**src/source/replay_settings.svh**
```systemverilog
/* Queue count, pointer and data widths, FIFO depths and the
   output FIFO programmable-full margin */

`ifndef REPLAY_SETTINGS_SVH
`define REPLAY_SETTINGS_SVH

// Queues and address split
`define REPLAY_NUM_QUEUES 4
`define REPLAY_QID_W 2
`define REPLAY_MEM_ADDR_W 12
`define REPLAY_PTR_W (`REPLAY_MEM_ADDR_W - `REPLAY_QID_W)

// One memory half-word
`define REPLAY_HALF_W 36

// Log2 depths of the tag, beat and output FIFOs
`define REPLAY_TAG_DEPTH_BITS 4
`define REPLAY_OUT_DEPTH_BITS 4

// Free entries left when prog_full rises, sized for reads in flight
`define REPLAY_OUT_PROG_MARGIN 6

`endif

```
**src/source/replay_pkg.sv**
```systemverilog
/* Shared types of the replay read engine: queue index, pointers,
   memory request and response, assembled word and per-queue vectors */

`include "replay_settings.svh"

package replay_pkg;

  // Queue index and ring pointer
  typedef logic [`REPLAY_QID_W-1:0] qid_t;
  typedef logic [`REPLAY_PTR_W-1:0] ptr_t;

  // Read request, address top bits select the queue
  typedef struct packed {
    logic                          valid;
    logic [`REPLAY_MEM_ADDR_W-1:0] addr;
  } mem_req_t;

  // One response beat, high half in the upper bits
  typedef struct packed {
    logic [`REPLAY_HALF_W-1:0] hi;
    logic [`REPLAY_HALF_W-1:0] lo;
  } mem_beat_t;

  typedef struct packed {
    logic      valid;
    mem_beat_t beat;
  } mem_resp_t;

  // Beat 1 high, beat 0 high, beat 1 low, beat 0 low
  typedef logic [4*`REPLAY_HALF_W-1:0] replay_word_t;

  // One pointer per queue
  typedef ptr_t [`REPLAY_NUM_QUEUES-1:0] queue_ptrs_t;

  // One bit per queue
  typedef logic [`REPLAY_NUM_QUEUES-1:0] queue_flags_t;

endpackage

```
**src/source/queue_arbiter.sv**
```systemverilog
/* Round-robin read arbiter: head pointers, eligible-queue search and
   issue of one memory read with its tag every second cycle at most */

`timescale 1ns/1ps
`include "replay_settings.svh"

module queue_arbiter import replay_pkg::*; (
  input  logic         clk,
  input  logic         rst,
  input  logic         cal_done,
  input  queue_ptrs_t  tails,
  input  queue_flags_t out_prog_full,
  input  logic         mem_busy,
  input  logic         tag_full,
  output mem_req_t     mem_req,
  output qid_t         tag,
  output logic         tag_push,
  output queue_ptrs_t  heads
);

  typedef enum logic {
    ST_SELECT,
    ST_ISSUE
  } arb_state_t;

  arb_state_t   state;
  qid_t         last_qid;
  qid_t         cur_qid;
  qid_t         pick_qid;
  logic         pick_found;
  queue_flags_t eligible;
  logic         issue;

  // Words pending and room downstream
  always_comb begin
    for (int q = 0; q < `REPLAY_NUM_QUEUES; q++) begin
      eligible[q] = cal_done && (heads[q] != tails[q]) && !out_prog_full[q];
    end
  end

  // Rotating priority, starting after the last served queue
  always_comb begin
    qid_t cand;
    pick_found = 1'b0;
    pick_qid   = last_qid;
    for (int i = 1; i <= `REPLAY_NUM_QUEUES; i++) begin
      cand = last_qid + qid_t'(i);
      if (!pick_found && eligible[cand]) begin
        pick_found = 1'b1;
        pick_qid   = cand;
      end
    end
  end

  // Request holds off while memory or tag FIFO can't take it
  assign issue = (state == ST_ISSUE) && !mem_busy && !tag_full;

  assign mem_req.valid = issue;
  assign mem_req.addr  = {cur_qid, heads[cur_qid]};
  assign tag           = cur_qid;
  assign tag_push      = issue;

  always_ff @(posedge clk) begin
    if (rst) begin
      state    <= ST_SELECT;
      last_qid <= qid_t'(`REPLAY_NUM_QUEUES - 1);
      cur_qid  <= '0;
      heads    <= '0;
    end else begin
      case (state)
        ST_SELECT: begin
          if (pick_found) begin
            cur_qid <= pick_qid;
            state   <= ST_ISSUE;
          end
        end
        ST_ISSUE: begin
          if (issue) begin
            heads[cur_qid] <= heads[cur_qid] + 1'b1;
            last_qid       <= cur_qid;
            state          <= ST_SELECT;
          end
        end
        default: state <= ST_SELECT;
      endcase
    end
  end

endmodule

```
**config.mk**
```make
export PLATFORM = sky130hd
export DESIGN_NAME = queue_arbiter
export DESIGN_NICKNAME = d
export VERILOG_FILES = /design/src/source/replay_pkg.sv /design/src/source/queue_arbiter.sv
export VERILOG_INCLUDE_DIRS = /design/src /design/src/source
export SDC_FILE = /design/constraint.sdc
export NUM_CORES = 1
export LEC_CHECK = 0
export BUFFER_PORTS_ARGS = -buffer_cell sky130_fd_sc_hd__clkbuf_2
export CAP_MARGIN = 15
export CORE_MARGIN = 3
export CORE_UTILIZATION = 30
export DETAILED_ROUTE_END_ITERATION = 6
export GPL_ROUTABILITY_DRIVEN = 0
export PLACE_DENSITY = 0.6
export SYNTH_ARGS = -nofsm -noshare
export SYNTH_HDL_FRONTEND = slang
export SYNTH_SLANG_ARGS = --single-unit
```
**constraint.sdc**
```tcl
create_clock -name clk -period 2 [get_ports clk]
set_clock_uncertainty 0.1 [all_clocks]
set_input_delay 0.1 -clock clk [delete_from_list [all_inputs] [get_ports clk]]
set_output_delay 0.1 -clock clk [all_outputs]
set_load 0.02 [all_outputs]
```
Yosys cells after proc, flatten, opt, wreduce, memory -nomap -nowiden --
Cells that the tools add are included. Widths: inputs -> output; s select.
Word-level totals: register bits 45, word-level logic and storage cells 71, input port bits 49
Operators by class: reductions and logical operators 25, multiplexer cells 24, add/sub/neg operators 4, bitwise logic cells 1, magnitude comparators 6, equal/unequal tests 4
Operators by type and width (number):
- $bwmux 40 | 1
- $ne 10x10->1 | 4
- $bmux 10 s2 | 1
- $demux 10 s2 | 1
- $mux 10 | 2
- $lt 2x3->1 const B | 5
- $logic_and 1x1->1 | 14
- $add 10x1->10 const B | 1
- $mux 1 | 10
- $logic_not 1->1 | 9
- $bmux 1 s2 | 4
- $mux 2 | 4
- $add 2x2->2 const B | 2
- $reduce_and 2->1 | 2
- $add 2x1->2 const B | 1
- $ge 2x1->1 const B | 1
- $pmux 1 s2 | 1
- $not 1->1 | 1

Depth between registers and ports, before layout --
word-level depth 17, mapped depth 8, gate-level depth less buffers 6

Least setup slack after synthesis --
No wires, ideal clock.
path kind register to register, from register cur_qid[0] (netlist: tag[0]), to register heads[19] (netlist bit), path slack -0.345 ns, stages on the path, launching flop included 8, data arrival time 2.165 ns, buffers on the path 1, data required time 1.821 ns, cell sequence dfxtp_1 buf_6 mux4_2 and4_4 and3_4 and3_4 xnor2_4 a211oi_2
RTL lines:
- from (decl) | RTL line queue_arbiter.sv:28 | qid_t cur_qid;
- from (signal assigned) | RTL line queue_arbiter.sv:73 | cur_qid <= pick_qid;
- to (signal, indexed assignment) | RTL line queue_arbiter.sv:79 | heads[cur_qid] <= heads[cur_qid] + 1'b1;
- to (decl) | RTL line queue_arbiter.sv:18 | output queue_ptrs_t heads

Worst setup path after layout --
from register heads[32] (netlist bit), to register cur_qid[0] (netlist: tag[0])
On the way: word-level cells in the longest chain between the ends 16
RTL lines:
- $ne 10x10->1 * | RTL line queue_arbiter.sv:37 | eligible[q] = cal_done && (heads[q] != tails[q]) && !out_prog_full[q];
- $logic_and 1x1->1 * (2 in a row) | RTL line queue_arbiter.sv:37
- $bmux 1 s2 | RTL line queue_arbiter.sv:48 | if (!pick_found && eligible[cand]) begin
- $mux 1 (implied by the code) | RTL line queue_arbiter.sv:48
- $mux 1 | RTL line queue_arbiter.sv:48
- $logic_not 1->1 | RTL line queue_arbiter.sv:48
- $logic_and 1x1->1 | RTL line queue_arbiter.sv:48
- $mux 1 | RTL line queue_arbiter.sv:48
- $logic_not 1->1 | RTL line queue_arbiter.sv:48
- $logic_and 1x1->1 | RTL line queue_arbiter.sv:48
- $mux 1 | RTL line queue_arbiter.sv:48
- $logic_not 1->1 | RTL line queue_arbiter.sv:48
- $logic_and 1x1->1 | RTL line queue_arbiter.sv:48
- $mux 1 | RTL line queue_arbiter.sv:48
- $reduce_and 2->1 (no line)
Every way passes the cells marked *; elsewhere a longest branch is shown, timed or not. The select of a mux whose other input is x is not followed. A chain may end at the register's enable or synchronous reset.

==> results.md <==
Timing:
- At the pin with the least slew margin, the transition time is about 0.96 ns.
- The count of endpoints failing hold in the final timing report is 0.
- In the final timing run, aggregate negative setup slack is -1.05 ns.
- Subtracting the final worst setup slack from the clock period gives 2.11 ns.
- The worst slew slack as a fraction of its limit is 36.0%.
- The final clock period utilization by the worst path is 105%.
- The highest clock rate is 0.475 GHz.
- The minimum setup slack in the final design is -0.107 ns.
- The count of final max-slew check failures is 0.
- The final setup violation count is 26.
- Hold is met by between 0.2 and 0.25 ns.
- Setup repair after global routing could not meet its margin everywhere.

Worst setup path:
- The startpoint identified for the worst register-to-register timing path is heads[32]$_SDFFE_PP0P_.
- The worst register-to-register path ends at tag[0]$_SDFFE_PP0P_.
- The logic depth of the worst register-to-register path is 8.
- The cell with the largest stage delay on the worst path is sky130_fd_sc_hd__dfxtp_2.
- The kind of start point of the critical path is a register.
- The sum of buffers and inverters on the critical path is 2.
- Counting stages on the worst path, the most repeated cell is sky130_fd_sc_hd__buf_6.
- In this run the number of cells on the critical path is 8.
- At the worst endpoint, the arrival time is 2.16 ns.
- STA classifies the critical path endpoint as a register.
- Broken down by cell family, the worst path's largest delay share belongs to compound AO/OA/AOI/OAI gates.
- The largest fanout on the critical path is 3.
- The required time at the worst-slack endpoint is between 2 and 2.5 ns.
- In this design, the stage delay of the slowest critical-path cell is 0.36 ns.
- The critical path is of the reg2reg type.
- Traced cell by cell, the critical path runs through buf_6 > xor2_2 > nor4_2 > a311o_1 > buf_6 > a41o_4 > a2111oi_4 > nor3_1.
- The setup check on the worst reg-to-reg path leaves a slack of -0.11 ns.

Detailed routing:
- Dividing the detail-routed via count by the number of cells gives a little under 5.
- The total wire length is a little over 9000 um.
- The total via count after detailed routing is about 2,700.
- In this run the remaining antenna-violating nets after routing total 0.
- The final routed DRC violation total is 0.
- The iteration count of the initial detailed-routing pass is 4.
- After detailed routing, the average wire length per cell comes to approximately 17 um.
- After the first detailed-routing iteration, the DRC count stood at approximately 140.

Placed design:
- Summing all placed instances gives a cell area of 3720 um^2.
- The cell count after placement is between 500 and 600.
- Buffers placed on the I/O ports in this run total between 100 and 150.
- Before CTS, the worst setup slack after placement is -0.147 ns.
- Summed over all nets, the half-perimeter wirelength after detailed placement is approximately 7200 um.

Synth:
- The count of flip-flops with a built-in enable after synthesis is 0.
- In the post-synthesis netlist, the biggest area contributors are sky130_fd_sc_hd__dfxtp_1, sky130_fd_sc_hd__xor2_1, sky130_fd_sc_hd__a211oi_1, sky130_fd_sc_hd__mux4_2, sky130_fd_sc_hd__nor2_1.
- The dominant synthesized flop cell is sky130_fd_sc_hd__dfxtp_1.
- The largest total area in the synthesized netlist belongs to sky130_fd_sc_hd__dfxtp_1.
- Synthesis inferred 45 register bits.
- The average footprint of a synthesized cell is 9.71 um^2.
- The commonest cells after synthesis are sky130_fd_sc_hd__dfxtp_1, sky130_fd_sc_hd__nor2_1, sky130_fd_sc_hd__xor2_1.
- The async set-reset flop share out of synthesis is 0%.
- The net count after synthesis is around 310.
- The share of the synthesized area in the top cell type is 35.1%.
- Summing every instance area after synthesis gives 2560 um^2.
- For this run, the number of Yosys warnings is 0.
- Counting distinct cell types in the post-synthesis netlist gives 47.
- Sequential cells were found to cover 35.1% of the synthesized design area.
- The synthesized instance count is 264.

Finish:
- The utilization after layout is approximately half.
- The finished layout holds 550 standard cells, fillers aside.
- With fillers left out, the area of the finished cells amounts to around 4300 um^2.
- The post-layout net count is between 400 and 500.
- From synthesis to final layout, the design area changed by 65.8%.
- 0 antenna diodes ended up in the layout.
- The post-route netlist has just over 60% of its cells at a drive strength greater than 1.

Clock tree:
- The CTS tree is done.
- The total clock sinks is between 40 and 50.
- The number of buffers added to fix hold violations after cts is 0.
- The total CTS buffers is 5.
- The tree is rooted in a sky130_fd_sc_hd__clkbuf_8.
- Counting along the longest clock path gives a buffer depth of 2.
- The clock insertion delay at the later pin of the skew report is ~0.3 ns.
- The depth of the CTS H-tree is 2.
- The clock-pin slew reported for the worst setup and hold paths after clock tree synthesis is 0.09 ns.

Worst hold path:
- The startpoint identified for the worst hold timing path is mem_busy.
- The path class of the tightest hold or removal check is in2reg.
- The end of the worst hold path is last_qid[0]$_SDFFE_PP1P_.
- The instance count along the most critical hold path is 4.

Floorplanning:
- The height of the chip is slightly below 100 um.
- The area of the die is about 9700 um^2.
- The initial core utilization is 31.0%.
- The region available for standard cell placement spans ~8300 um^2.
- The width of the chip is 98.4 um.
- The count of standard-cell rows is 33.
- about 110 I/O pins were placed.

GRT:
- Global routing finished with a remaining overflow of 0.
- Entering global routing, the biggest net connects between 40 and 50 pins.
- The via count of the first global-routing pass came to approximately 2,700.
- The global routing usage on met1 is roughly 26%.
- The global-route usage over all layers is between 10% and 20%.
- In the global route stage, met3 resource usage came out at under 10%.
- The global-route layer with the greatest usage is met2.
- The first-pass GRT wire length is 14,300 um.
- The number of antenna violations at the first check in global routing was 0.
- Global routing used around 30% of the available met2 tracks.

Pwr:
- IR analysis of the VDD net gives a maximum drop of between 0.2 and 0.3 mV.
- For this design the static power due to leakage is between 1.5 and 2 nW.
- After layout, the design draws a total of roughly 2.1 mW.
- Power spread over the standard cell area amounts to ~490 nW/um^2.

Status:
- The checks that failed: negative setup slack.
- The run finished, with violations left.

Job:
- Across the run, the number of max-cap violations was 0.
==> sequential cells by signal (all words and copies together), names as in the netlist <==
signal    count
heads        40
last_qid      2
state         1
tag           2
==> cells in the final DEF, fill, tap and decap left out, drive strengths merged, types with 2 or more instances in the layout <==
cell    count
mux4       10
xnor2      12
inv         6
mux2i       4
buf        87
nor4        6
nand4       2
dfxtp      45
a211oi     36
and3        3
a311o       3
nor2       46
xor2       36
nand3       3
nor3        3
clkbuf    110
nand2      11
a21oi       2
==> worst reg2reg max path, stage by stage, from the launching register on <==
cell and delay (ns):
sky130_fd_sc_hd__dfxtp_2 0.36, sky130_fd_sc_hd__buf_6 0.10, sky130_fd_sc_hd__xor2_2 0.14, sky130_fd_sc_hd__nor4_2 0.07, sky130_fd_sc_hd__a311o_1 0.36, sky130_fd_sc_hd__buf_6 0.14
sky130_fd_sc_hd__a41o_4 0.29, sky130_fd_sc_hd__a2111oi_4 0.33, sky130_fd_sc_hd__nor3_1 0.07
==> where the power goes <==
| group | switching (mW) | internal [mW] | leakage, nW |
|---|---|---|---|
| combinational | 0.284 | 0.270 | 1.50 |
| clock | 0.331 | 0.248 | 0.0417 |
| sequential | 0.0335 | 0.923 | 0.371 |
| total | 0.649 | 1.44 | 1.92 |
==> what timing repair did <==
action / 4_1_cts / 5_1_grt
buffers inserted: 4 / 9
pin swaps: 16 / 23
gates resized for setup: 27 / 41
setup endpoints to repair: 31 / 35
==> routing by layer <==
metal  up-vias  share of wire [%]
li1       1300                  -
met1      1294                 45
met2       112                 48
met3        11                6.4
met4         0                1.2
met5         -                  0
==> cell type report <==
| cell class | instances | area [um^2] |
|---|---|---|
| tap | 105 | 131 |
| inverter | 5 | 18.8 |
| clock buffer | 6 | 72.6 |
| fill | 783 | 4010 |
| sequential | 45 | 921 |
| multi-input combinational | 196 | 1870 |
| clock inverter | 2 | 13.8 |
| timing repair buffer | 191 | 1230 |
==> cell families (layout without fill, tap and decap cells) <==
family / after synthesis / count (layout) / synth area share (%)
DFF: 45 / 45 / 35.1
xor gates and xnor gates: 48 / 48 / 17.1
adders and majority gates: 1 / 1 / 0.488
muxes: 14 / 14 / 10.3
and+or+nand+nor: 81 / 81 / 15.2
AOI/OAI and AO/OA: 52 / 52 / 16.4
buffers and inverters: 23 / 204 / 5.32
==> worst max-delay path by stage <==
| stage | startpoint | end | slack (ns) |
|---|---|---|---|
| after floorplan | tag[1]$_SDFFE_PP0P_ | heads[19]$_SDFFE_PP0P_ | -0.22 |
| after global placement | tag[0]$_SDFFE_PP0P_ | heads[15]$_SDFFE_PP0P_ | -0.14 |
| after detailed placement | tag[0]$_SDFFE_PP0P_ | heads[13]$_SDFFE_PP0P_ | -0.15 |
| after CTS | tag[0]$_SDFFE_PP0P_ | heads[19]$_SDFFE_PP0P_ | -0.08 |
| after global routing | heads[13]$_SDFFE_PP0P_ | tag[1]$_SDFFE_PP0P_ | -0.18 |
| final | heads[32]$_SDFFE_PP0P_ | tag[0]$_SDFFE_PP0P_ | -0.11 |
Note: power is estimated with default switching activity, not from simulation.
