$ cat src/source/replay_settings.svh
/* Queue count, pointer and data widths, FIFO depths and the
   output FIFO programmable-full margin */

`ifndef REPLAY_SETTINGS_SVH
`define REPLAY_SETTINGS_SVH

// Queues and address split
`define REPLAY_NUM_QUEUES 4
`define REPLAY_QID_W 2
`define REPLAY_MEM_ADDR_W 12
`define REPLAY_PTR_W (`REPLAY_MEM_ADDR_W - `REPLAY_QID_W)

// One memory half-word
`define REPLAY_HALF_W 36

// Log2 depths of the tag, beat and output FIFOs
`define REPLAY_TAG_DEPTH_BITS 4
`define REPLAY_OUT_DEPTH_BITS 4

// Free entries left when prog_full rises, sized for reads in flight
`define REPLAY_OUT_PROG_MARGIN 6

`endif

$ cat src/source/replay_pkg.sv
/* Shared types of the replay read engine: queue index, pointers,
   memory request and response, assembled word and per-queue vectors */

`include "replay_settings.svh"

package replay_pkg;

  // Queue index and ring pointer
  typedef logic [`REPLAY_QID_W-1:0] qid_t;
  typedef logic [`REPLAY_PTR_W-1:0] ptr_t;

  // Read request, address top bits select the queue
  typedef struct packed {
    logic                          valid;
    logic [`REPLAY_MEM_ADDR_W-1:0] addr;
  } mem_req_t;

  // One response beat, high half in the upper bits
  typedef struct packed {
    logic [`REPLAY_HALF_W-1:0] hi;
    logic [`REPLAY_HALF_W-1:0] lo;
  } mem_beat_t;

  typedef struct packed {
    logic      valid;
    mem_beat_t beat;
  } mem_resp_t;

  // Beat 1 high, beat 0 high, beat 1 low, beat 0 low
  typedef logic [4*`REPLAY_HALF_W-1:0] replay_word_t;

  // One pointer per queue
  typedef ptr_t [`REPLAY_NUM_QUEUES-1:0] queue_ptrs_t;

  // One bit per queue
  typedef logic [`REPLAY_NUM_QUEUES-1:0] queue_flags_t;

endpackage

$ cat src/source/beat_assembler.sv
/* Joins the two buffered response beats of a read with its tag into one
   output word and steers it to the tagged queue */

`timescale 1ns/1ps

module beat_assembler import replay_pkg::*; (
  input  logic         clk,
  input  logic         rst,
  input  qid_t         tag,
  input  logic         tag_empty,
  input  mem_beat_t    beat,
  input  logic         beat_empty,
  output logic         tag_pop,
  output logic         beat_pop,
  output replay_word_t word,
  output queue_flags_t word_push
);

  mem_beat_t beat0_q;
  logic      beat0_valid;
  logic      take_beat0;
  logic      have_pair;

  // First beat of a read goes into the holding register
  assign take_beat0 = !beat0_valid && !beat_empty;

  // Second beat at the FIFO head and the tag of that read
  assign have_pair = beat0_valid && !beat_empty && !tag_empty;

  assign beat_pop = take_beat0 || have_pair;
  assign tag_pop  = have_pair;

  assign word = {beat.hi, beat0_q.hi, beat.lo, beat0_q.lo};

  // One-hot write strobe for the tagged output FIFO
  always_comb begin
    word_push = '0;
    if (have_pair) begin
      word_push[tag] = 1'b1;
    end
  end

  always_ff @(posedge clk) begin
    if (take_beat0) begin
      beat0_q <= beat;
    end
  end

  always_ff @(posedge clk) begin
    if (rst) begin
      beat0_valid <= 1'b0;
    end else if (take_beat0) begin
      beat0_valid <= 1'b1;
    end else if (have_pair) begin
      beat0_valid <= 1'b0;
    end
  end

endmodule

$ cat config.mk
export PLATFORM = sky130hd
export DESIGN_NAME = beat_assembler
export DESIGN_NICKNAME = d
export VERILOG_FILES = /design/src/source/replay_pkg.sv /design/src/source/beat_assembler.sv
export VERILOG_INCLUDE_DIRS = /design/src /design/src/source
export SDC_FILE = /design/constraint.sdc
export NUM_CORES = 1
export LEC_CHECK = 0
export CAP_MARGIN = 20
export CORE_AREA = 4 4 85 87
export DETAILED_ROUTE_END_ITERATION = 10
export DIE_AREA = 0 0 89 91
export DONT_BUFFER_PORTS = 1
export GPL_TIMING_DRIVEN = 0
export PLACE_DENSITY = 0.69
export SYNTH_ARGS = -nofsm -noshare
export SYNTH_HDL_FRONTEND = slang
export SYNTH_SLANG_ARGS = --single-unit
$ cat constraint.sdc
create_clock -name clk -period 5.1 [get_ports clk]
set_input_delay 0.765 -clock clk [delete_from_list [all_inputs] [get_ports clk]]
set_output_delay 0.765 -clock clk [all_outputs]
set_load 0.03 [all_outputs]
[Yosys cells after proc, flatten, opt, wreduce, memory -nomap -nowiden]
Index checks and enable logic that the tools add are counted.
Word-level totals
  flip-flop bits (word level): 73
  word-level logic and storage cells: 19
Operators by class
  order comparisons: 2
  muxes and demuxes: 5
  reduce and logical (&&, ||, !) cells: 9
Operator list (number)
  logical AND 1 bit: 4
  2-to-1 mux 4 bit: 1
  zero test 1 bit: 3
  less-than comparator 2 x 3 -> 1 bit, second input constant: 1
  2-to-1 mux 1 bit: 3
  demux 1 bit (select 2 bit): 1
  greater-or-equal comparator 2 x 1 -> 1 bit, second input constant: 1
  nonzero test 2 bit: 1
  logical OR 1 bit: 1

[Longest topological paths before layout]
Gate-level depths: netlist (run 1).
  depth in word-level cells: 5
  depth in mapped cells: 2
  depth with buffers taken out: 2

[Least setup slack after synthesis (run 1)]
Ideal clock, no wire load.
  path type: input-to-reg
  start: input beat_empty
  end: register beat0_q, in the netlist word[0] (enable)
  setup time: 0.504 ns
  arrival: 3.778 ns
  path slack: 0.818 ns
  stages on the path: 1
  path buffers: 0
  cells stage by stage: nor2_1
On the way
  word-level cells in the longest chain between the ends: 2
Ends and longest elaborated chain
  start: declaration: RTL line beat_assembler.sv:12  | input logic beat_empty,
  zero test 1 bit: RTL line beat_assembler.sv:25  | assign take_beat0 = !beat0_valid && !beat_empty;
  logical AND 1 bit: RTL line beat_assembler.sv:25
  end signal: assignment: RTL line beat_assembler.sv:45  | beat0_q <= beat;
  end: declaration: RTL line beat_assembler.sv:19  | mem_beat_t beat0_q;
No other way between the ends.
A chain may end at the register's enable or synchronous reset.

[Final worst setup path (run 1)]
  start: input beat_empty
  end: output word_push[2]
On the way
  word-level cells in the longest chain between the ends: 4
Ends and longest elaborated chain
  zero test 1 bit: RTL line beat_assembler.sv:28  | assign have_pair = beat0_valid && !beat_empty && !tag_empty;
  logical AND 1 bit (2 in a row): RTL line beat_assembler.sv:28
  2-to-1 mux 4 bit: RTL line beat_assembler.sv:38  | if (have_pair) begin
  end: declaration: RTL line beat_assembler.sv:16  | output queue_flags_t word_push
No other way between the ends.

==> key figures, run 1 <==
Run status
  – Outcome: complete, no violations

Yosys
  – Sequential-to-total area share from yosys stat: 0.775
  – FF+latch count, synth: 73
  – Area of the mapped netlist: 2810 sq um
  – Area share of the largest cell type after synthesis: 0.768
  – Leading area contributor after synthesis: edfxtp_1
  – Mapped Cells: 155
  – Largest cells by area after synthesis: edfxtp_1, buf_4, and4b_1, dfxtp_1, nor3b_4
  – Netlist cell types: 12
  – Syn nets: 233
  – Average size of a mapped cell: 18.2 sq um
  – Synthesis warning total: 0

Power
  – Fraction of power spent switching nets: 0.282
  – Cell Int Power: 0.924 mW
  – Sequential share of power: 0.610
  – Clock share of power: 0.283
  – NetSw: 0.364 mW
  – Pwr Total: 1.29 mW
  – Leak: 1.19 nW
  – Comb pwr share: 0.107
  – Peak supply drop: 211 uV
  – Power Density: 413 nW/um^2

Drt
  – Uppermost routed layer: met4
  – M1 WL: 1720 um
  – Drt wl/cell: 23.6 um
  – Via Count: 1239
  – Drt drc: 0
  – Post-Route WL: 5910 um
  – Met3 wire length: 886 um
  – Vias/cell: 4.96
  – Met2 wire length: 3190 um
  – Initial DRC count: 28
  – TritonRoute pass-1 iters: 3
  – Antenna-violating nets left: 0

Setup path
  – Arr. time, crit path: 1.36 ns
  – Type of element launching the critical path: primary input
  – Worst EP required: 4.34 ns
  – CP max FO: 5
  – Crit path from: beat_empty
  – R2R Path Start: beat0_valid
  – Crit path buffers/inverters: 0
  – Cell family with most CP delay: simple AND/OR/NAND/NOR gates
  – Critical Path, Cell by Cell: nor2_2 > and4b_1
  – CP endpoint kind: primary output
  – Max stage delay on crit path: 0.48 ns
  – CP max stage cell: and4b_1
  – Critical path type: primary input to primary output

Job
  – Max-Cap Viols: 0

Clocking
  – Cts hold-fix bufs: 0
  – Post-CTS setup buffers: 0
  – Clk root buf: clkbuf_8
  – CTS tree: done
  – Clock sinks: 73
  – Clk slew on worst S/H paths: 0.07 ns
  – Worst-case clock buffer depth: 2
  – Num CTS Buffers: 9
  – Latest clock arrival within the worst-skew pair: 0.33 ns
  – # H-tree levels: 3
  – PostCTS Resize Cnt: 0

Global route
  – Total grt overflow: 0
  – Initial antenna violation count: 0
  – Pin count of the biggest net entering global routing: 28
  – First-pass GRT wire length: 7950 um
  – Vias in the first global route: 1301
  – Total track usage: 0.139

STA
  – Max Slew Vio Count: 0
  – Fmax: 470 MHz
  – Final setup violating endpoints: 0
  – Final hold vios: 0
  – Worst-margin pin slew: 0.751 ns
  – Final setup skew: 0.00719 ns
  – Unrepaired setup endpoints after global routing: no
  – Period utilisation layout: 0.418
  – Final Critical Period: 2.13 ns
  – Rel. slew slack: 0.501
  – Slack of the critical path: 2.97 ns

Floorplanning
  – Starting Density: 0.443
  – Cell row count: 29
  – Floorplan Core Area: 6350 sq um
  – Die span in y: 91 um
  – Die ar.: 8100 sq um
  – I/O pins: 228
  – Die X: 89 um

Layout
  – Layout area overhead: 10.9%
  – Fillers: 516
  – Layout Utilization: 0.491
  – Inserted Diodes: 0
  – Layout cell share with drive strength beyond 1: 0.526
  – Nets: 246

Min path
  – Hold WC Path Type: primary input to register
  – Min-delay src: rst

Placed design
  – Gpl congestion: 0.765
  – Post-DP HPWL: 4750 um
  – Post-Place Setup Slack: 2.96 ns
  – # port buffers: 0
==> final cells by class <==
class                   count  area [sq um]  area share
clock inverters             4          20.0     0.00642
plain buffers              72           541       0.173
multi-input cells          10          98.8      0.0317
clock buffers              12           135      0.0433
flip-flops and latches     73          2180       0.699
well taps                  77          96.3      0.0309
repair buffers              2          47.5      0.0152
==> Yosys cell counts <==
cell type  count
nor3b_4        1
nor2_1         1
nor2_2         1
and4_1         1
nor3_2         1
and4b_1        2
edfxtp_1      72
dfxtp_1        1
a21oi_1        1
buf_4         72
nor2b_1        1
and4bb_1       1
==> state kept, by name, summed over array words and instances, names as in the netlist <==
register,flops
beat0_valid,1
word,72
==> logic make-up after synthesis <==
logic type,count (synthesis),synth area share
AOI/OAI and AO/OA,1,0.00178
buffers and inverters,72,0.192
DFF,73,0.775
and+or+nand+nor,9,0.0307
==> path summary, 6_finish.rpt <==
path                  endpoint  slack (ns)  depth (start not counted)
setup reg to reg      word[13]        3.36                          3
setup / recovery  word_push[2]        2.97                          2
hold reg to reg    beat0_valid        0.64                          2
hold / removal     beat0_valid        0.50                          1
==> placed cells by master, fill, tap and decap left out, drive strengths merged <==
cell / count
dfxtp: 1
edfxtp: 72
clkbuf: 12
nor3: 1
nor2: 2
and4b: 2
a21oi: 1
and4: 1
nor2b: 1
and4bb: 1
buf: 74
clkinv: 4
nor3b: 1
==> through the flow <==
step	instances	TNS, ns	cell area [sq um]	hold WS [ns]
detailed placement	234	0	2970	0.642
global route	250	0	3120	0.474
finish	250	0	3120	0.499
global placement	232	-21.22	2910	0.588
floorplan	155	0	2810	0.557
CTS	250	0	3120	0.474
==> power groups by stage <==
stage | clock network (mW) | registers [mW] | logic [mW]
after floorplan | 0 | 0.797 | 0.123
after global placement | 0 | 0.805 | 0.132
after detailed placement | 0 | 0.800 | 0.140
after CTS | 0.378 | 0.788 | 0.140
after global routing | 0.403 | 0.790 | 0.145
final | 0.364 | 0.786 | 0.138
==> per-layer routing <==
metal,vias to the layer above,global-route usage
met2,137,0.241
met5,-,0
met1,581,0.127
met3,11,0.0760
met4,0,0.0707
li1,510,-
Power figures use the tool's default switching activity.
==> run 2: changes to the inputs <==
--- a/config.mk
+++ b/config.mk
@@ -12,7 +12,7 @@
 export DIE_AREA = 0 0 89 91
 export DONT_BUFFER_PORTS = 1
 export GPL_TIMING_DRIVEN = 0
-export PLACE_DENSITY = 0.69
+export PLACE_DENSITY = 0.71
 export SYNTH_ARGS = -nofsm -noshare
 export SYNTH_HDL_FRONTEND = slang
 export SYNTH_SLANG_ARGS = --single-unit
==> constraint.sdc (replaced) <==
create_clock -name clk -period 1.8 [get_ports clk]
set_input_delay 0.27 -clock clk [delete_from_list [all_inputs] [get_ports clk]]
set_output_delay 0.27 -clock clk [all_outputs]
set_load 0.03 [all_outputs]
==> run 2 against run 1 <==
Die area is the same. Largest power group unchanged. Core utilization grew 5.1 points. Clock-buffer cell count is the same. First-iteration DRC count grew 29%. Routed wire length grew 4.1%. Critical path type is now register to primary output.
==> key figures, run 2 (synthesis gave the netlist of run 1 again) <==
Setup path
  – Cell family with most CP delay: compound AO/OA/AOI/OAI gates
  – Crit path buffers/inverters: 0
  – Reg2Reg Setup Slack: 0.32 ns
  – Critical Path, Cell by Cell: a21oi_1
  – Max stage delay on crit path: 0.54 ns
  – Type of element launching the critical path: register
  – CP max stage cell: a21oi_1
  – Critical path type: register to primary output
  – Worst EP required: 1.53 ns
  – CP endpoint kind: primary output
  – Arr. time, crit path: 1.23 ns
  – CP max FO: 8

Global route
  – M1 GR Usage: 0.116
  – Met3 Use GR: 0.0833
  – Met2 Track Usage GR: 0.243
  – Vias in the first global route: 1343
  – First-pass GRT wire length: 8070 um
  – Initial antenna violation count: 0
  – Total track usage: 0.138
  – Layer with the highest usage: met2
  – Total grt overflow: 0
  – Pin count of the biggest net entering global routing: 37

Power
  – Leak: 1.32 nW
  – Power Density: 1080 nW/um^2
  – Clock share of power: 0.281
  – NetSw: 1.05 mW
  – Fraction of power spent switching nets: 0.283
  – Cell Int Power: 2.66 mW
  – Comb pwr share: 0.120
  – Sequential share of power: 0.599
  – Peak supply drop: 598 uV

Drt
  – Via Count: 1384
  – Initial DRC count: 36
  – Drt wl/cell: 21.7 um
  – Drt drc: 0
  – Post-Route WL: 6150 um
  – TritonRoute pass-1 iters: 4
  – Antenna-violating nets left: 0
  – Vias/cell: 4.89

STA
  – Final setup skew: 0.00829 ns
  – Unrepaired setup endpoints after global routing: no
  – Fmax: 665 MHz
  – Hold slack: 0.0312 ns
  – Slack of the critical path: 0.296 ns
  – Max Slew Vio Count: 0
  – Rel. slew slack: 0.561
  – Final setup violating endpoints: 0
  – Worst-margin pin slew: 0.661 ns
  – Final Critical Period: 1.50 ns
  – Final hold vios: 0
  – Period utilisation layout: 0.835

Floorplanning
  – Die span in y: 91 um
  – Floorplan Core Area: 6350 sq um
  – Starting Density: 0.443
  – Die ar.: 8100 sq um
  – I/O pins: 228
  – Die X: 89 um
  – Cell row count: 29

Min path
  – Hold WC Path Type: primary input to register

Clocking
  – # H-tree levels: 3
  – CTS tree: done
  – Clk slew on worst S/H paths: 0.07 ns
  – PostCTS Resize Cnt: 0
  – Cts hold-fix bufs: 1
  – Worst-case clock buffer depth: 2
  – Latest clock arrival within the worst-skew pair: 0.33 ns
  – Num CTS Buffers: 9
  – Post-CTS setup buffers: 0
  – Clock sinks: 73
  – Clk root buf: clkbuf_8

Placed design
  – DP Area: 2960 sq um
  – Gpl congestion: 0.713
  – # port buffers: 0
  – Post-DP HPWL: 4550 um
  – Post-Place Setup Slack: 0.290 ns

Layout
  – Inserted Diodes: 0
  – Nets: 279
  – Max reg flops: 72
  – Post-Layout Inst Area: 3440 sq um
  – Layout cell share with drive strength beyond 1: 0.447
  – Most frequent cells in the layout: buf_4, edfxtp_1, dlygate4sd3_1
  – Layout area overhead: 22.4%

Run status
  – Outcome: complete, no violations

Job
  – Max-Cap Viols: 0
run 2: layout make-up:
class / count / area (sq um)
Clock inverter: 4 / 20.0
Sequential cell: 73 / 2180
Tap cell: 77 / 96.3
Clock buffer: 12 / 135
Multi-Input combinational cell: 10 / 98.8
Fill cell: 486 / 2910
Timing Repair Buffer: 35 / 370
Buffer: 72 / 541
run 2: worst paths after layout:
path | startpoint | to | depth (start not counted)
worst min register to register | beat0_valid | beat0_valid | 2
worst max register to register | beat0_valid | word[78] | 3
worst min-delay path | beat[30] | word[30] | 0
worst max-delay path | beat0_valid | beat_pop | 1
run 2: power groups by stage:
stage	registers, mW	clock network (mW)	logic (mW)
final	2.23	1.04	0.446
after global routing	2.24	1.17	0.467
after CTS	2.23	1.08	0.394
after detailed placement	2.27	0	0.391
after global placement	2.27	0	0.374
after floorplan	2.25	0	0.349
run 2: metrics by stage:
| stage | cells | utilization | total power [mW] | setup TNS (ns) |
|---|---|---|---|---|
| after detailed placement | 234 | 0.466 | 2.66 | 0 |
| after floorplan | 155 | - | 2.60 | -1.07 |
| after global routing | 283 | 0.542 | 3.88 | 0 |
| after global placement | 232 | 0.460 | 2.65 | -31.39 |
| after CTS | 251 | 0.492 | 3.71 | 0 |
| final | 283 | 0.542 | 3.72 | 0 |
run 2: routing by layer:
layer | part of all wire | wire (um) | up-vias
met5 | 0 | 0 | -
met1 | 0.29 | 1760 | 659
li1 | - | - | 575
met2 | 0.54 | 3340 | 137
met4 | 0.027 | 167 | 0
met3 | 0.14 | 886 | 13
