**config.mk**
```make
export PLATFORM = sky130hd
export DESIGN_NAME = fallthrough_fifo
export DESIGN_NICKNAME = d
export VERILOG_FILES = /design/src/source/fallthrough_fifo.sv
export SDC_FILE = /design/constraint.sdc
export NUM_CORES = 1
export LEC_CHECK = 0
export ABC_AREA = 1
export BUFFER_PORTS_ARGS = -buffer_cell sky130_fd_sc_hd__buf_2
export CORE_ASPECT_RATIO = 1.25
export CORE_MARGIN = 5
export CORE_UTILIZATION = 30
export CTS_BUF_LIST = sky130_fd_sc_hd__clkbuf_4 sky130_fd_sc_hd__clkbuf_8
export CTS_CLUSTER_DIAMETER = 60
export DETAILED_ROUTE_END_ITERATION = 7
export PLACE_DENSITY = 0.46
export RECOVER_POWER = 50
export SYNTH_ARGS = -nofsm -noshare
export SYNTH_HDL_FRONTEND = slang
export SYNTH_SLANG_ARGS = --single-unit
```
**constraint.sdc**
```tcl
create_clock -name clk -period 2.7 [get_ports clk]
set_clock_uncertainty 0.05 [all_clocks]
set_input_delay 0.27 -clock clk [delete_from_list [all_inputs] [get_ports clk]]
set_output_delay 0.27 -clock clk [all_outputs]
set_load 0.02 [all_outputs]
```
**src/source/fallthrough_fifo.sv**
```systemverilog
/* First-word-fall-through FIFO with a type parameter for its payload,
   nearly-full and programmable-full flags from one occupancy counter */

`timescale 1ns/1ps

module fallthrough_fifo #(
  parameter type payload_t   = logic [7:0],
  parameter int  DEPTH_BITS  = 4,
  parameter int  PROG_MARGIN = 1
) (
  input  logic     clk,
  input  logic     rst,
  input  payload_t din,
  input  logic     push,
  input  logic     pop,
  output payload_t dout,
  output logic     empty,
  output logic     nearly_full,
  output logic     prog_full
);

  localparam int DEPTH = 1 << DEPTH_BITS;
  localparam logic [DEPTH_BITS:0] FULL_LEVEL = (DEPTH_BITS+1)'(DEPTH);
  localparam logic [DEPTH_BITS:0] NEAR_LEVEL = (DEPTH_BITS+1)'(DEPTH - 1);
  localparam logic [DEPTH_BITS:0] PROG_LEVEL = (DEPTH_BITS+1)'(DEPTH - PROG_MARGIN);

  payload_t              mem [DEPTH];
  logic [DEPTH_BITS-1:0] wr_ptr;
  logic [DEPTH_BITS-1:0] rd_ptr;
  logic [DEPTH_BITS:0]   count;
  logic                  wr_en;
  logic                  rd_en;

  // A push into a full buffer or a pop from an empty one is dropped
  assign wr_en = push && (count != FULL_LEVEL);
  assign rd_en = pop && (count != '0);

  // Head entry is always visible
  assign dout        = mem[rd_ptr];
  assign empty       = (count == '0);
  assign nearly_full = (count >= NEAR_LEVEL);
  assign prog_full   = (count >= PROG_LEVEL);

  always_ff @(posedge clk) begin
    if (wr_en) begin
      mem[wr_ptr] <= din;
    end
  end

  always_ff @(posedge clk) begin
    if (rst) begin
      wr_ptr <= '0;
      rd_ptr <= '0;
      count  <= '0;
    end else begin
      if (wr_en) begin
        wr_ptr <= wr_ptr + 1'b1;
      end
      if (rd_en) begin
        rd_ptr <= rd_ptr + 1'b1;
      end
      count <= count + (DEPTH_BITS+1)'(wr_en) - (DEPTH_BITS+1)'(rd_en);
    end
  end

endmodule

```
Yosys cells after proc, flatten, opt, wreduce, memory -nomap -nowiden --
Memories as Yosys holds them, arrays and structs flattened. A register that Yosys moved wholly into a read port is not among the register bits. Index checks and enable logic that the tools add are counted.
Cells by class: add/sub/neg operators 4, multiply operators 0, divide/modulo/power cells 0, magnitude comparators 1, equal/unequal tests 1, shift-type cells 0, multiplexer cells 4, bitwise logic cells 0, reductions and logical operators 4
Operator list (count):
- $add A4 B1 Y4 const B | 2
- $mux W4 | 2
- $add A5 B1 Y5 | 1
- $ge A5 B4 Y1 const B | 1
- $logic_not A5 Y1 | 1
- $ne A5 B5 Y1 const B | 1
- $reduce_bool A5 Y1 | 1
- $sub A5 B1 Y5 | 1
- $logic_and A1 B1 Y1 | 2
- $mux W1 | 2
Word-level totals: flip-flop bits (word level) 13, latch bits 0, bits in writable memories 128, ROM bits 0, input bits 12, output and inout port bits 11, word-level logic and storage cells 18, memories 1
Memories:
- mem | depth 16, bits a word 8, rd ports 1, clocked after Yosys merged registers in 1, write ports 1, line 27 | payload_t mem [DEPTH];

Longest topological paths before layout --
Gate-level depths: netlist of the first run.
depth in word-level cells 4, depth in mapped cells 17, gate-level depth less buffers 17

Worst setup path after synthesis of the first run --
No wires, ideal clock.
kind reg2reg, start point register count[2], end point register count[4], library setup time 0.113 ns, arrival time 2.120 ns, data required time 2.537 ns, setup slack 0.417 ns, stages on the path, launching flop included 17, buffers on the path 0, path through dfxtp_1 > inv_1 > ha_1 > nand4_1 > nand2_1 > inv_1 > ha_1 > inv_1 > ha_1 > inv_1 > fa_1 > inv_1 > nand2_1 > nand2_1 > a21oi_1 > nor2_1 > nor2_1
Between the ends: longest elaborated chain between the ends 4, elaborated cells between the ends (all ways) 6, those cells by class add/sub (2); eq/ne (1); reduce/logical (3)
Ends and longest elaborated chain:
- from (decl) | line 30 | logic [DEPTH_BITS:0] count;
- from (signal assigned) | line 62 | count <= count + (DEPTH_BITS+1)'(wr_en) - (DEPTH_BITS+1)'(rd_en);
- $ne A5 B5 Y1 | line 35 | assign wr_en = push && (count != FULL_LEVEL);
- $logic_and A1 B1 Y1 | line 35
- $add A5 B1 Y5 | line 62
- $sub A5 B1 Y5 (*) | line 62
Mark *: on every way between the ends. The rest lies on a longest branch, timed or not. A chain may end at the register's enable or synchronous reset.

Worst setup path after layout of the first run --
Same ends and word-level chain as after synthesis.

==> results of run 1 <==
## cell usage in the layout, fill, tap and decap left out
master           n
clkinv_4         2
nand2_1        193
buf_2           14
o21ai_0          4
dlygate4sd3_1    1
clkbuf_8        17
nand2_2          1
dfxtp_2          2
inv_2            2
xor2_1           2
ha_1            14
dfxtp_1         15
buf_6            1
buf_4           17
bufinv_16        5
clkinvlp_4       2
inv_1          123
inv_6            5
clkbuf_1         8
nor2_1          37
clkinv_1         1
inv_4            1
edfxtp_1       128
a21oi_1          5
fa_1             1
nand4_1          3
nand3_1        103
## state kept, by name, indices dropped and copies added, names as in the netlist, named ones only
register and cells:
mem 128, count 5, rd_ptr 4, wr_ptr 4
## repair_timing
item,4_1_cts,5_1_grt
hold buffers,1,0
endpoints found under the hold margin,3,0
endpoints found under the setup margin,0,4
resized for setup,0,5
## worst paths after layout
check	endpoint	slack, ps	depth (start not counted)
worst max-delay path	count[4]$_SDFF_PP0_	210	17
worst min register to register	rd_ptr[2]$_SDFFE_PP0N_	470	2
worst max register to register	count[4]$_SDFF_PP0_	210	17
worst min-delay path	wr_ptr[2]$_SDFFE_PP0P_	90	3
## worst register-to-register path, cell delays in order (launching register included)
cell and delay [ps]:
dfxtp_2 350, inv_1 80, ha_1 190, nand4_1 210, nand2_2 150, inv_1 80, ha_1 260, inv_1 50
ha_1 150, inv_1 50, fa_1 380, inv_1 70, nand2_1 60, nand2_1 50, a21oi_1 70, nand2_1 60
nand2_1 40, nor2_1 80
## metal layers
metal | track usage | vias to the layer above
met5 | 0 | -
met4 | 0.0556 | 0
met3 | 0.0305 | 27
met2 | 0.216 | 80
met1 | 0.156 | 2112
li1 | - | 2166
## layout make-up
| class | count | area (um2) |
|---|---|---|
| clock buffer | 17 | 234 |
| clock inverter | 15 | 230 |
| timing repair buffer | 41 | 249 |
| fill | 2200 | 14000 |
| multi-input combinational | 363 | 1660 |
| sequential | 145 | 4190 |
| tap | 279 | 349 |
| inverter | 126 | 475 |
## cell usage after synthesis, drive strengths merged
master / number / share of area
nand2: 194 / 0.11
edfxtp: 128 / 0.59
inv: 126 / 0.073
nand3: 103 / 0.079
nor2: 37 / 0.021
buf: 24 / 0.026
dfxtp: 17 / 0.052
ha: 14 / 0.027
a21oi: 5 / 0.0039
o21ai: 4 / 0.0031
nand4: 3 / 0.0029
xor2: 2 / 0.0027
clkbuf: 1 / 0.00058
fa: 1 / 0.0031
## power by group through the flow
stage / clock [W] / combinational, W / sequential, W
final: 0.00198 / 0.00161 / 0.00264
after CTS: 0.00203 / 0.00164 / 0.00264
after detailed placement: 0 / 0.00164 / 0.00269
after floorplan: 0 / 0.00121 / 0.00267
after global routing: 0.00214 / 0.00185 / 0.00265
after global placement: 0 / 0.00161 / 0.00268
## kinds of logic after synthesis
logic type	synth area share
AOI/OAI and AO/OA	0.00694
adders and majority gates	0.0301
DFF	0.645
and+or+nand+nor	0.216
buffers and inverters	0.0997
xor gates and xnor gates	0.00270
## stage by stage
step	worst slack [ps]	total power [W]
2_1_floorplan	417	0.00388
3_3_place_gp	214	0.00429
3_5_place_dp	148	0.00432
4_1_cts	107	0.00631
5_1_grt	-20.6	0.00664
6_report	211	0.00623
==> results.json, run 1 <==
{
  "status": "finished, final reports clean",
  "cp_max_fo": 5,
  "htree_num_levels": 4,
  "top_layer": "met4",
  "cts_buffers": 17,
  "cap_violations": 0,
  "synth.distinct_cells": 18,
  "synth_nets": 686,
  "cpMaxStageDelayCell": "fa_1",
  "synthCells": 659,
  "grt_first_pass_wirelength_mm": 23.8,
  "grt_pass1_vias": 4339,
  "yosysSeqAreaShare": 0.645,
  "grt_max_degree": 65,
  "dpl.hpwl_mm": 9.75,
  "start_kind": "register",
  "startpoint": "count[2]$_SDFF_PP0_",
  "setup-tns-final_ps": 0,
  "dp_cells": 953,
  "synth-seq-cells": 145,
  "diodes": 0,
  "placed_cell_area_um2": 6910,
  "via_count": 4385,
  "p_sw_w": 0.00205,
  "critPathTopFamily": "adder cells",
  "leakage_nw": 3.18,
  "row_count": 60,
  "grt_antenna_before_repair": 0,
  "route.met2.wl_mm": 7.66,
  "die-area_um2": 24700,
  "internal-power_w": 0.00418,
  "place_congestion": 0.808,
  "avgRoutedWirePerCell_um": 15.3,
  "pwr-share-clk": 0.318,
  "comb_power_share": 0.258,
  "hp-class": "in -> reg",
  "antenna_left": 0,
  "cp_common_cell": "inv_1",
  "root_buffer": "clkbuf_8",
  "clk_latency_ps": 440,
  "cts.sinks": 145,
  "timing.rr.start": "count[2]$_SDFF_PP0_",
  "syn-cell-area_um2": 6490,
  "dieWidth_um": 142,
  "avgSynthCellArea_um2": 9.85,
  "cts_setup_buffers": 0,
  "grt_overflow": 0,
  "critPathArrivalTime_ps": 2830,
  "cpPeakStageDelay_ps": 380,
  "timing.critical_path.buf_inv": 5,
  "routed_wl_mm": 15.1,
  "io_buffers": 22,
  "seqPwrFrac": 0.424,
  "postLayoutCellArea_um2": 7390,
  "wl_met3_um": 625,
  "cts_tree": "done",
  "swShare": 0.329,
  "power_density_nw_per_um2": 844,
  "fin_nets": 721,
  "die-height_um": 174,
  "worstSetupEndpointType": "register",
  "crit_chain": "inv_1 > ha_1 > nand4_1 > nand2_2 > inv_1 > ha_1 > inv_1 > ha_1 > inv_1 > fa_1 > inv_1 > nand2_1 > nand2_1 > a21oi_1 > nand2_1 > nand2_1 > nor2_1",
  "drt_drc_violations_left": 0,
  "start_util": 0.303,
  "synth-warning-count": 0,
  "post-route-period-util": 0.922,
  "vias_per_cell": 4.45,
  "final-max-slew-violation-count": 0,
  "final-setup-viol-count": 0,
  "hold_viol": 0,
  "path_class": "reg -> reg",
  "syn2layout_area_growth_pct": 13.8,
  "grt_usage": 0.128,
  "relSlewSlack": 0.356,
  "rsz0062_at_grt": "true",
  "core_area_um2": 21400,
  "clk_pin_slew_ps": 80,
  "max_freq_mhz": 402,
  "irDropWorstVdd_v": 0.000457,
  "instances_no_fill": 986,
  "drt_iter0_markers": 294,
  "ios": 23,
  "worst_hold_slack_ps": 89.6,
  "tightest_slew_ps": 967,
  "layout-drive-gt1-share": 0.0976,
  "critPathRequiredTime_ps": 3040,
  "clockBufferDepth": 2,
  "final.min_clock_period_ps": 2490,
  "hold_start": "push",
  "utilization": 0.345,
  "dr.pass1.iters": 4,
  "met1Wirelength_mm": 6.47
}
(Power assumes the default switching activity.)
==> inputs of run 2 (changes only) <==
--- a/config.mk
+++ b/config.mk
@@ -7,7 +7,7 @@
 export LEC_CHECK = 0
 export ABC_AREA = 1
 export BUFFER_PORTS_ARGS = -buffer_cell sky130_fd_sc_hd__buf_2
-export CORE_ASPECT_RATIO = 1.25
+export CORE_ASPECT_RATIO = 1.75
 export CORE_MARGIN = 5
 export CORE_UTILIZATION = 30
 export CTS_BUF_LIST = sky130_fd_sc_hd__clkbuf_4 sky130_fd_sc_hd__clkbuf_8
==> run 2 against run 1 <==
Sequential power about the same. Flip-flop and latch count unchanged. First-iteration DRC count down 13%. Combinational power up 6%. Wire length up 3.0%. Critical endpoint unchanged. Power down 0.87%. Global-route usage up 0.46 points. Critical path type unchanged. Non-clock buffer count up 8. Die area up 0.39%. Highest routed layer unchanged. Cell area up 0.61%. Clock power down 8%. Critical path depth unchanged.
==> results.json, run 2 (synthesis gave the netlist of run 1 again) <==
{
  "final.min_clock_period_ps": 2540,
  "critPathArrivalTime_ps": 2880,
  "via_count": 4366,
  "seqPwrFrac": 0.428,
  "clockBufferDepth": 2,
  "die-height_um": 205,
  "nFillCells": 2194,
  "grt_antenna_before_repair": 0,
  "hold_viol": 0,
  "regMostFlops": "mem",
  "setup-tns-final_ps": 0,
  "core_area_um2": 21400,
  "status": "finished, final reports clean",
  "syn2layout_area_growth_pct": 14.5,
  "htree_num_levels": 4,
  "final-setup-viol-count": 0,
  "largest_reg_flops": 128,
  "comb_power_share": 0.276,
  "grt_usage": 0.133,
  "root_buffer": "clkbuf_8",
  "max_freq_mhz": 393,
  "row_count": 71,
  "irDropWorstVdd_v": 0.000523,
  "clk_pin_slew_ps": 90,
  "grt_pass1_vias": 4440,
  "instances_no_fill": 1007,
  "post-route-period-util": 0.941,
  "grt_max_degree": 52,
  "drt_iter0_markers": 255,
  "final-max-slew-violation-count": 0,
  "clk_latency_ps": 450,
  "utilization": 0.347,
  "grt_overflow": 0,
  "fin_nets": 729,
  "path_class": "reg -> reg",
  "avgRoutedWirePerCell_um": 15.5,
  "hp-class": "in -> reg",
  "tightest_slew_ps": 875,
  "cts_buffers": 17,
  "final_common_cell": "nand2_1",
  "place_congestion": 0.827,
  "swShare": 0.338,
  "worstSetupEndpointType": "register",
  "internal-power_w": 0.00409,
  "grt_first_pass_wirelength_mm": 24.4,
  "power_density_nw_per_um2": 832,
  "cp_max_fo": 5,
  "cap_violations": 0,
  "layout_common_cells": "nand2_1, edfxtp_1, inv_1",
  "dpl.hpwl_mm": 10.6,
  "pwr-share-clk": 0.296,
  "dieWidth_um": 121,
  "p_sw_w": 0.00209,
  "dr.pass1.iters": 4,
  "cts_tree": "done",
  "start_util": 0.303,
  "drt_drc_violations_left": 0,
  "antenna_left": 0,
  "dp_cells": 970,
  "relSlewSlack": 0.417,
  "die-area_um2": 24800,
  "leakage_nw": 3.22,
  "routed_wl_mm": 15.6,
  "start_kind": "register",
  "layout-drive-gt1-share": 0.113,
  "critPathRequiredTime_ps": 3040,
  "ios": 23,
  "diodes": 0,
  "io_buffers": 22,
  "vias_per_cell": 4.34,
  "top_regs": "mem: 128 flops, count: 5 flops",
  "cts.sinks": 145
}
run 2: path summary, 6_finish.rpt:
| path | from | endpoint | slack (ps) | cells after the start |
|---|---|---|---|---|
| setup / recovery | count[2]$_SDFF_PP0_ | count[4]$_SDFF_PP0_ | 160 | 17 |
| setup reg to reg | count[2]$_SDFF_PP0_ | count[4]$_SDFF_PP0_ | 160 | 17 |
| hold / removal | push | wr_ptr[2]$_SDFFE_PP0P_ | 80 | 3 |
| hold reg to reg | rd_ptr[2]$_SDFFE_PP0N_ | rd_ptr[2]$_SDFFE_PP0N_ | 470 | 2 |
run 2: worst max-delay path: stages, from the launching register on:
cell and delay, ps:
dfxtp_2 350, inv_1 80, ha_1 180, nand4_1 230, nand2_2 190, inv_2 60, ha_1 260, inv_1 70
ha_2 180, inv_1 50, fa_2 340, inv_1 60, nand2_1 60, nand2_1 60, a21oi_1 80, nand2_1 70
nand2_1 40, nor2_1 90
run 2: per-stage QoR:
stage                     setup slack, ps  hold WS, ps  power, W  area [um2]
after floorplan                       417          287   0.00388        6490
after global placement                209          466   0.00432        6970
after detailed placement             20.7          468   0.00437        6970
after CTS                            14.5         33.0   0.00621        7400
after global routing                -45.6         42.6   0.00659        7430
final                                 159         80.5   0.00618        7430
run 2: area by class of cell:
| class | count | area [um2] | area share |
|---|---|---|---|
| Sequential cell | 145 | 4190 | 0.563 |
| Multi-Input combinational cell | 363 | 1670 | 0.224 |
| Inverter | 126 | 473 | 0.0636 |
| Tap cell | 292 | 365 | 0.0492 |
| Timing Repair Buffer | 49 | 318 | 0.0428 |
| Clock buffer | 18 | 248 | 0.0333 |
| Clock inverter | 14 | 174 | 0.0234 |
run 2: metal layers:
layer,wire [um],track usage,share of wire
met5,0,0,0
met4,406,0.0549,0.026
met3,431,0.0285,0.028
met2,8520,0.245,0.55
met1,6210,0.146,0.40
run 2: repair_timing:
action | 4_1_cts | 5_1_grt
resized for setup | 0 | 6
hold endpoints to repair | 3 | 0
buffers inserted | 0 | 4
endpoints found under the setup margin | 0 | 2
hold buffers | 1 | 0
run 2: power groups by stage:
stage / logic, W / clock network (W) / registers (W)
final: 0.00171 / 0.00183 / 0.00264
after global routing: 0.00195 / 0.00198 / 0.00266
after global placement: 0.00163 / 0 / 0.00268
after detailed placement: 0.00167 / 0 / 0.00269
after floorplan: 0.00121 / 0 / 0.00267
after CTS: 0.00168 / 0.00189 / 0.00264
==> inputs of run 3 (changes only) <==
--- a/config.mk
+++ b/config.mk
@@ -5,7 +5,6 @@
 export SDC_FILE = /design/constraint.sdc
 export NUM_CORES = 1
 export LEC_CHECK = 0
-export ABC_AREA = 1
 export BUFFER_PORTS_ARGS = -buffer_cell sky130_fd_sc_hd__buf_2
 export CORE_ASPECT_RATIO = 1.75
 export CORE_MARGIN = 5
==> run 3 against run 2 <==
Final cell count down 38%. Critical path type unchanged. Clock power down 13%. Largest power group unchanged. Clock-buffer cell count decreased by 1. Highest routed layer unchanged. Register-to-register slack lost 120 ps. Worst setup slack lost 120 ps. Die area fell by 9.1%.
==> results.json, run 3 <==
{
  "status": "finished, final reports clean",
  "clockBufferDepth": 2,
  "grt_first_pass_wirelength_mm": 19.0,
  "synth_nets": 341,
  "start_kind": "register",
  "path_class": "reg -> reg",
  "io_buffers": 22,
  "critPathTopFamily": "adder cells",
  "die-height_um": 195,
  "synth-warning-count": 0,
  "synth_top_area_share": 0.656,
  "cp_max_fo": 2,
  "hp-class": "in -> reg",
  "top_regs": "mem: 128 flops, count: 5 flops",
  "vias_per_cell": 4.61,
  "worst_hold_slack_ps": 76.0,
  "fin_nets": 397,
  "leakage_nw": 2.32,
  "r2r_cells": 14,
  "synthCells": 314,
  "rsz0062_at_grt": "true",
  "cpPeakStageDelay_ps": 460,
  "avgRoutedWirePerCell_um": 20.0,
  "synth_edf_count": 128,
  "ys_top_cells_by_count": "edfxtp_1, mux4_2, a22oi_1, dfxtp_1, inv_1",
  "timing.rr.end": "count[4]$_SDFF_PP0_",
  "layout-drive-gt1-share": 0.300,
  "use_met3": 0.0289,
  "critPathArrivalTime_ps": 2950,
  "yosysSeqAreaShare": 0.714,
  "critPathRequiredTime_ps": 2990,
  "dr.pass1.iters": 4,
  "htree_num_levels": 4,
  "core_area_um2": 19200,
  "grt_use_met2": 0.214,
  "synthArstFlopShare": 0,
  "die-area_um2": 22500,
  "layout_common_cells": "edfxtp_1, buf_4, mux4_2",
  "syn2layout_area_growth_pct": 17.7,
  "dieWidth_um": 116,
  "syn-cell-area_um2": 5860,
  "via_count": 2876,
  "row_count": 67,
  "cap_violations": 0,
  "drt_drc_violations_left": 0,
  "grt_overflow": 0,
  "timing.rr.start": "count[2]$_SDFF_PP0_",
  "synthTopCellsByArea": "edfxtp_1, mux4_2, mux4_1",
  "grt_antenna_before_repair": 0,
  "top_usage_layer": "met2",
  "yosysMostFrequentCell": "edfxtp_1",
  "instances_no_fill": 624,
  "max_freq_mhz": 375,
  "relSlewSlack": 0.475,
  "cp_common_cell": "inv_2",
  "start_util": 0.305,
  "cts.sinks": 145,
  "dpl.hpwl_mm": 8.10,
  "regMostFlops": "mem",
  "crit_chain": "inv_2 > ha_4 > or4b_4 > nand2_2 > inv_2 > ha_4 > inv_2 > ha_4 > inv_2 > fa_2 > nand2b_4 > a21oi_4 > o21a_1 > nor3_2",
  "hold_viol": 0,
  "hold_start": "push",
  "grtUsageMet1": 0.130,
  "clk_pin_slew_ps": 100,
  "grt_usage": 0.117,
  "ys.flop_type": "edfxtp_1",
  "holdPathEnd": "wr_ptr[1]$_SDFFE_PP0P_",
  "post-route-period-util": 0.987,
  "clk_latency_ps": 450,
  "diodes": 0,
  "setup-tns-final_ps": 0,
  "cpMaxStageDelayCell": "or4b_4",
  "worstSetupEndpointType": "register",
  "root_buffer": "clkbuf_8",
  "tightest_slew_ps": 784,
  "routed_wl_mm": 12.5,
  "final_common_cell": "edfxtp_1",
  "grt_pass1_vias": 3192,
  "synth_top_cell_by_area": "edfxtp_1",
  "hold_depth": 3,
  "timing.critical_path.buf_inv": 4,
  "drt_iter0_markers": 174,
  "cts_buffers": 17,
  "final-max-slew-violation-count": 0,
  "largest_reg_flops": 128,
  "dp_cells": 588,
  "irDropWorstVdd_v": 0.000446,
  "power_density_nw_per_um2": 860,
  "place_congestion": 0.730,
  "final-setup-viol-count": 0,
  "ios": 23,
  "avgSynthCellArea_um2": 18.7,
  "synth-seq-cells": 145,
  "grt_max_degree": 33,
  "antenna_left": 0,
  "final.min_clock_period_ps": 2670,
  "synth.distinct_cells": 34,
  "cts_tree": "done",
  "r2r_slack_ps": 30
}
run 3: worst max-delay path by stage:
stage | from | endpoint | depth (start not counted)
after detailed placement | count[2]$_SDFF_PP0_ | count[4]$_SDFF_PP0_ | 14
after global routing | count[2]$_SDFF_PP0_ | count[4]$_SDFF_PP0_ | 14
final | count[2]$_SDFF_PP0_ | count[4]$_SDFF_PP0_ | 14
after global placement | count[2]$_SDFF_PP0_ | count[4]$_SDFF_PP0_ | 14
after CTS | count[2]$_SDFF_PP0_ | count[4]$_SDFF_PP0_ | 14
after floorplan | count[2]$_SDFF_PP0_ | count[4]$_SDFF_PP0_ | 14
run 3: layout make-up:
class	instances	area, um2
clock inverter	15	136
clock buffer	17	234
sequential	145	4190
multi-input combinational	138	1620
tap	241	302
timing repair buffer	51	357
inverter	17	63.8
fill	1805	12300
run 3: what timing repair did:
action / 4_1_cts / 5_1_grt
cloned: 0 / 1
pin swaps: 2 / 7
endpoints found under the setup margin: 2 / 9
setup buffers: 0 / 3
hold buffers: 0 / 0
resized for setup: 8 / 12
run 3: cell families after synthesis:
| family | Yosys count | share of synthesized area |
|---|---|---|
| compound gates | 24 | 0.0286 |
| fa+ha+maj | 15 | 0.0333 |
| buf+inv | 31 | 0.0286 |
| xor+xnor | 8 | 0.0120 |
| flops | 145 | 0.714 |
| mux | 32 | 0.132 |
| simple gates | 59 | 0.0519 |
run 3: worst reg2reg max path: stages (launching register included):
cell and delay (ps):
dfxtp_2 340, inv_2 90, ha_4 140, or4b_4 460, nand2_2 90, inv_2 40, ha_4 220, inv_2 60
ha_4 130, inv_2 40, fa_2 380, nand2b_4 150, a21oi_4 160, o21a_1 160, nor3_2 40
run 3: power by group:
| part | switching [W] | internal (W) |
|---|---|---|
| Clock | 0.000916 | 0.000679 |
| Combinational | 0.000874 | 0.000831 |
| Sequential | 0.0000703 | 0.00256 |
run 3: through the flow:
stage | utilization | worst slack (ps) | total power, W | cell area [um2]
3_5_place_dp | 0.334 | -84.8 | 0.00422 | 6410
2_1_floorplan | - | 6.23 | 0.00371 | 5870
6_report | 0.359 | 34.4 | 0.00593 | 6900
4_1_cts | 0.355 | 1.33 | 0.00587 | 6810
5_1_grt | 0.359 | -89.5 | 0.00628 | 6900
3_3_place_gp | 0.334 | 26.7 | 0.00420 | 6410
run 3: layer usage:
metal  vias up  share of wire  wire length [um]
met1      1465           0.39              4850
met4         0          0.016               196
met2        38           0.57              7110
li1       1359              -                 -
met3        14          0.025               315
met5         -              0                 0
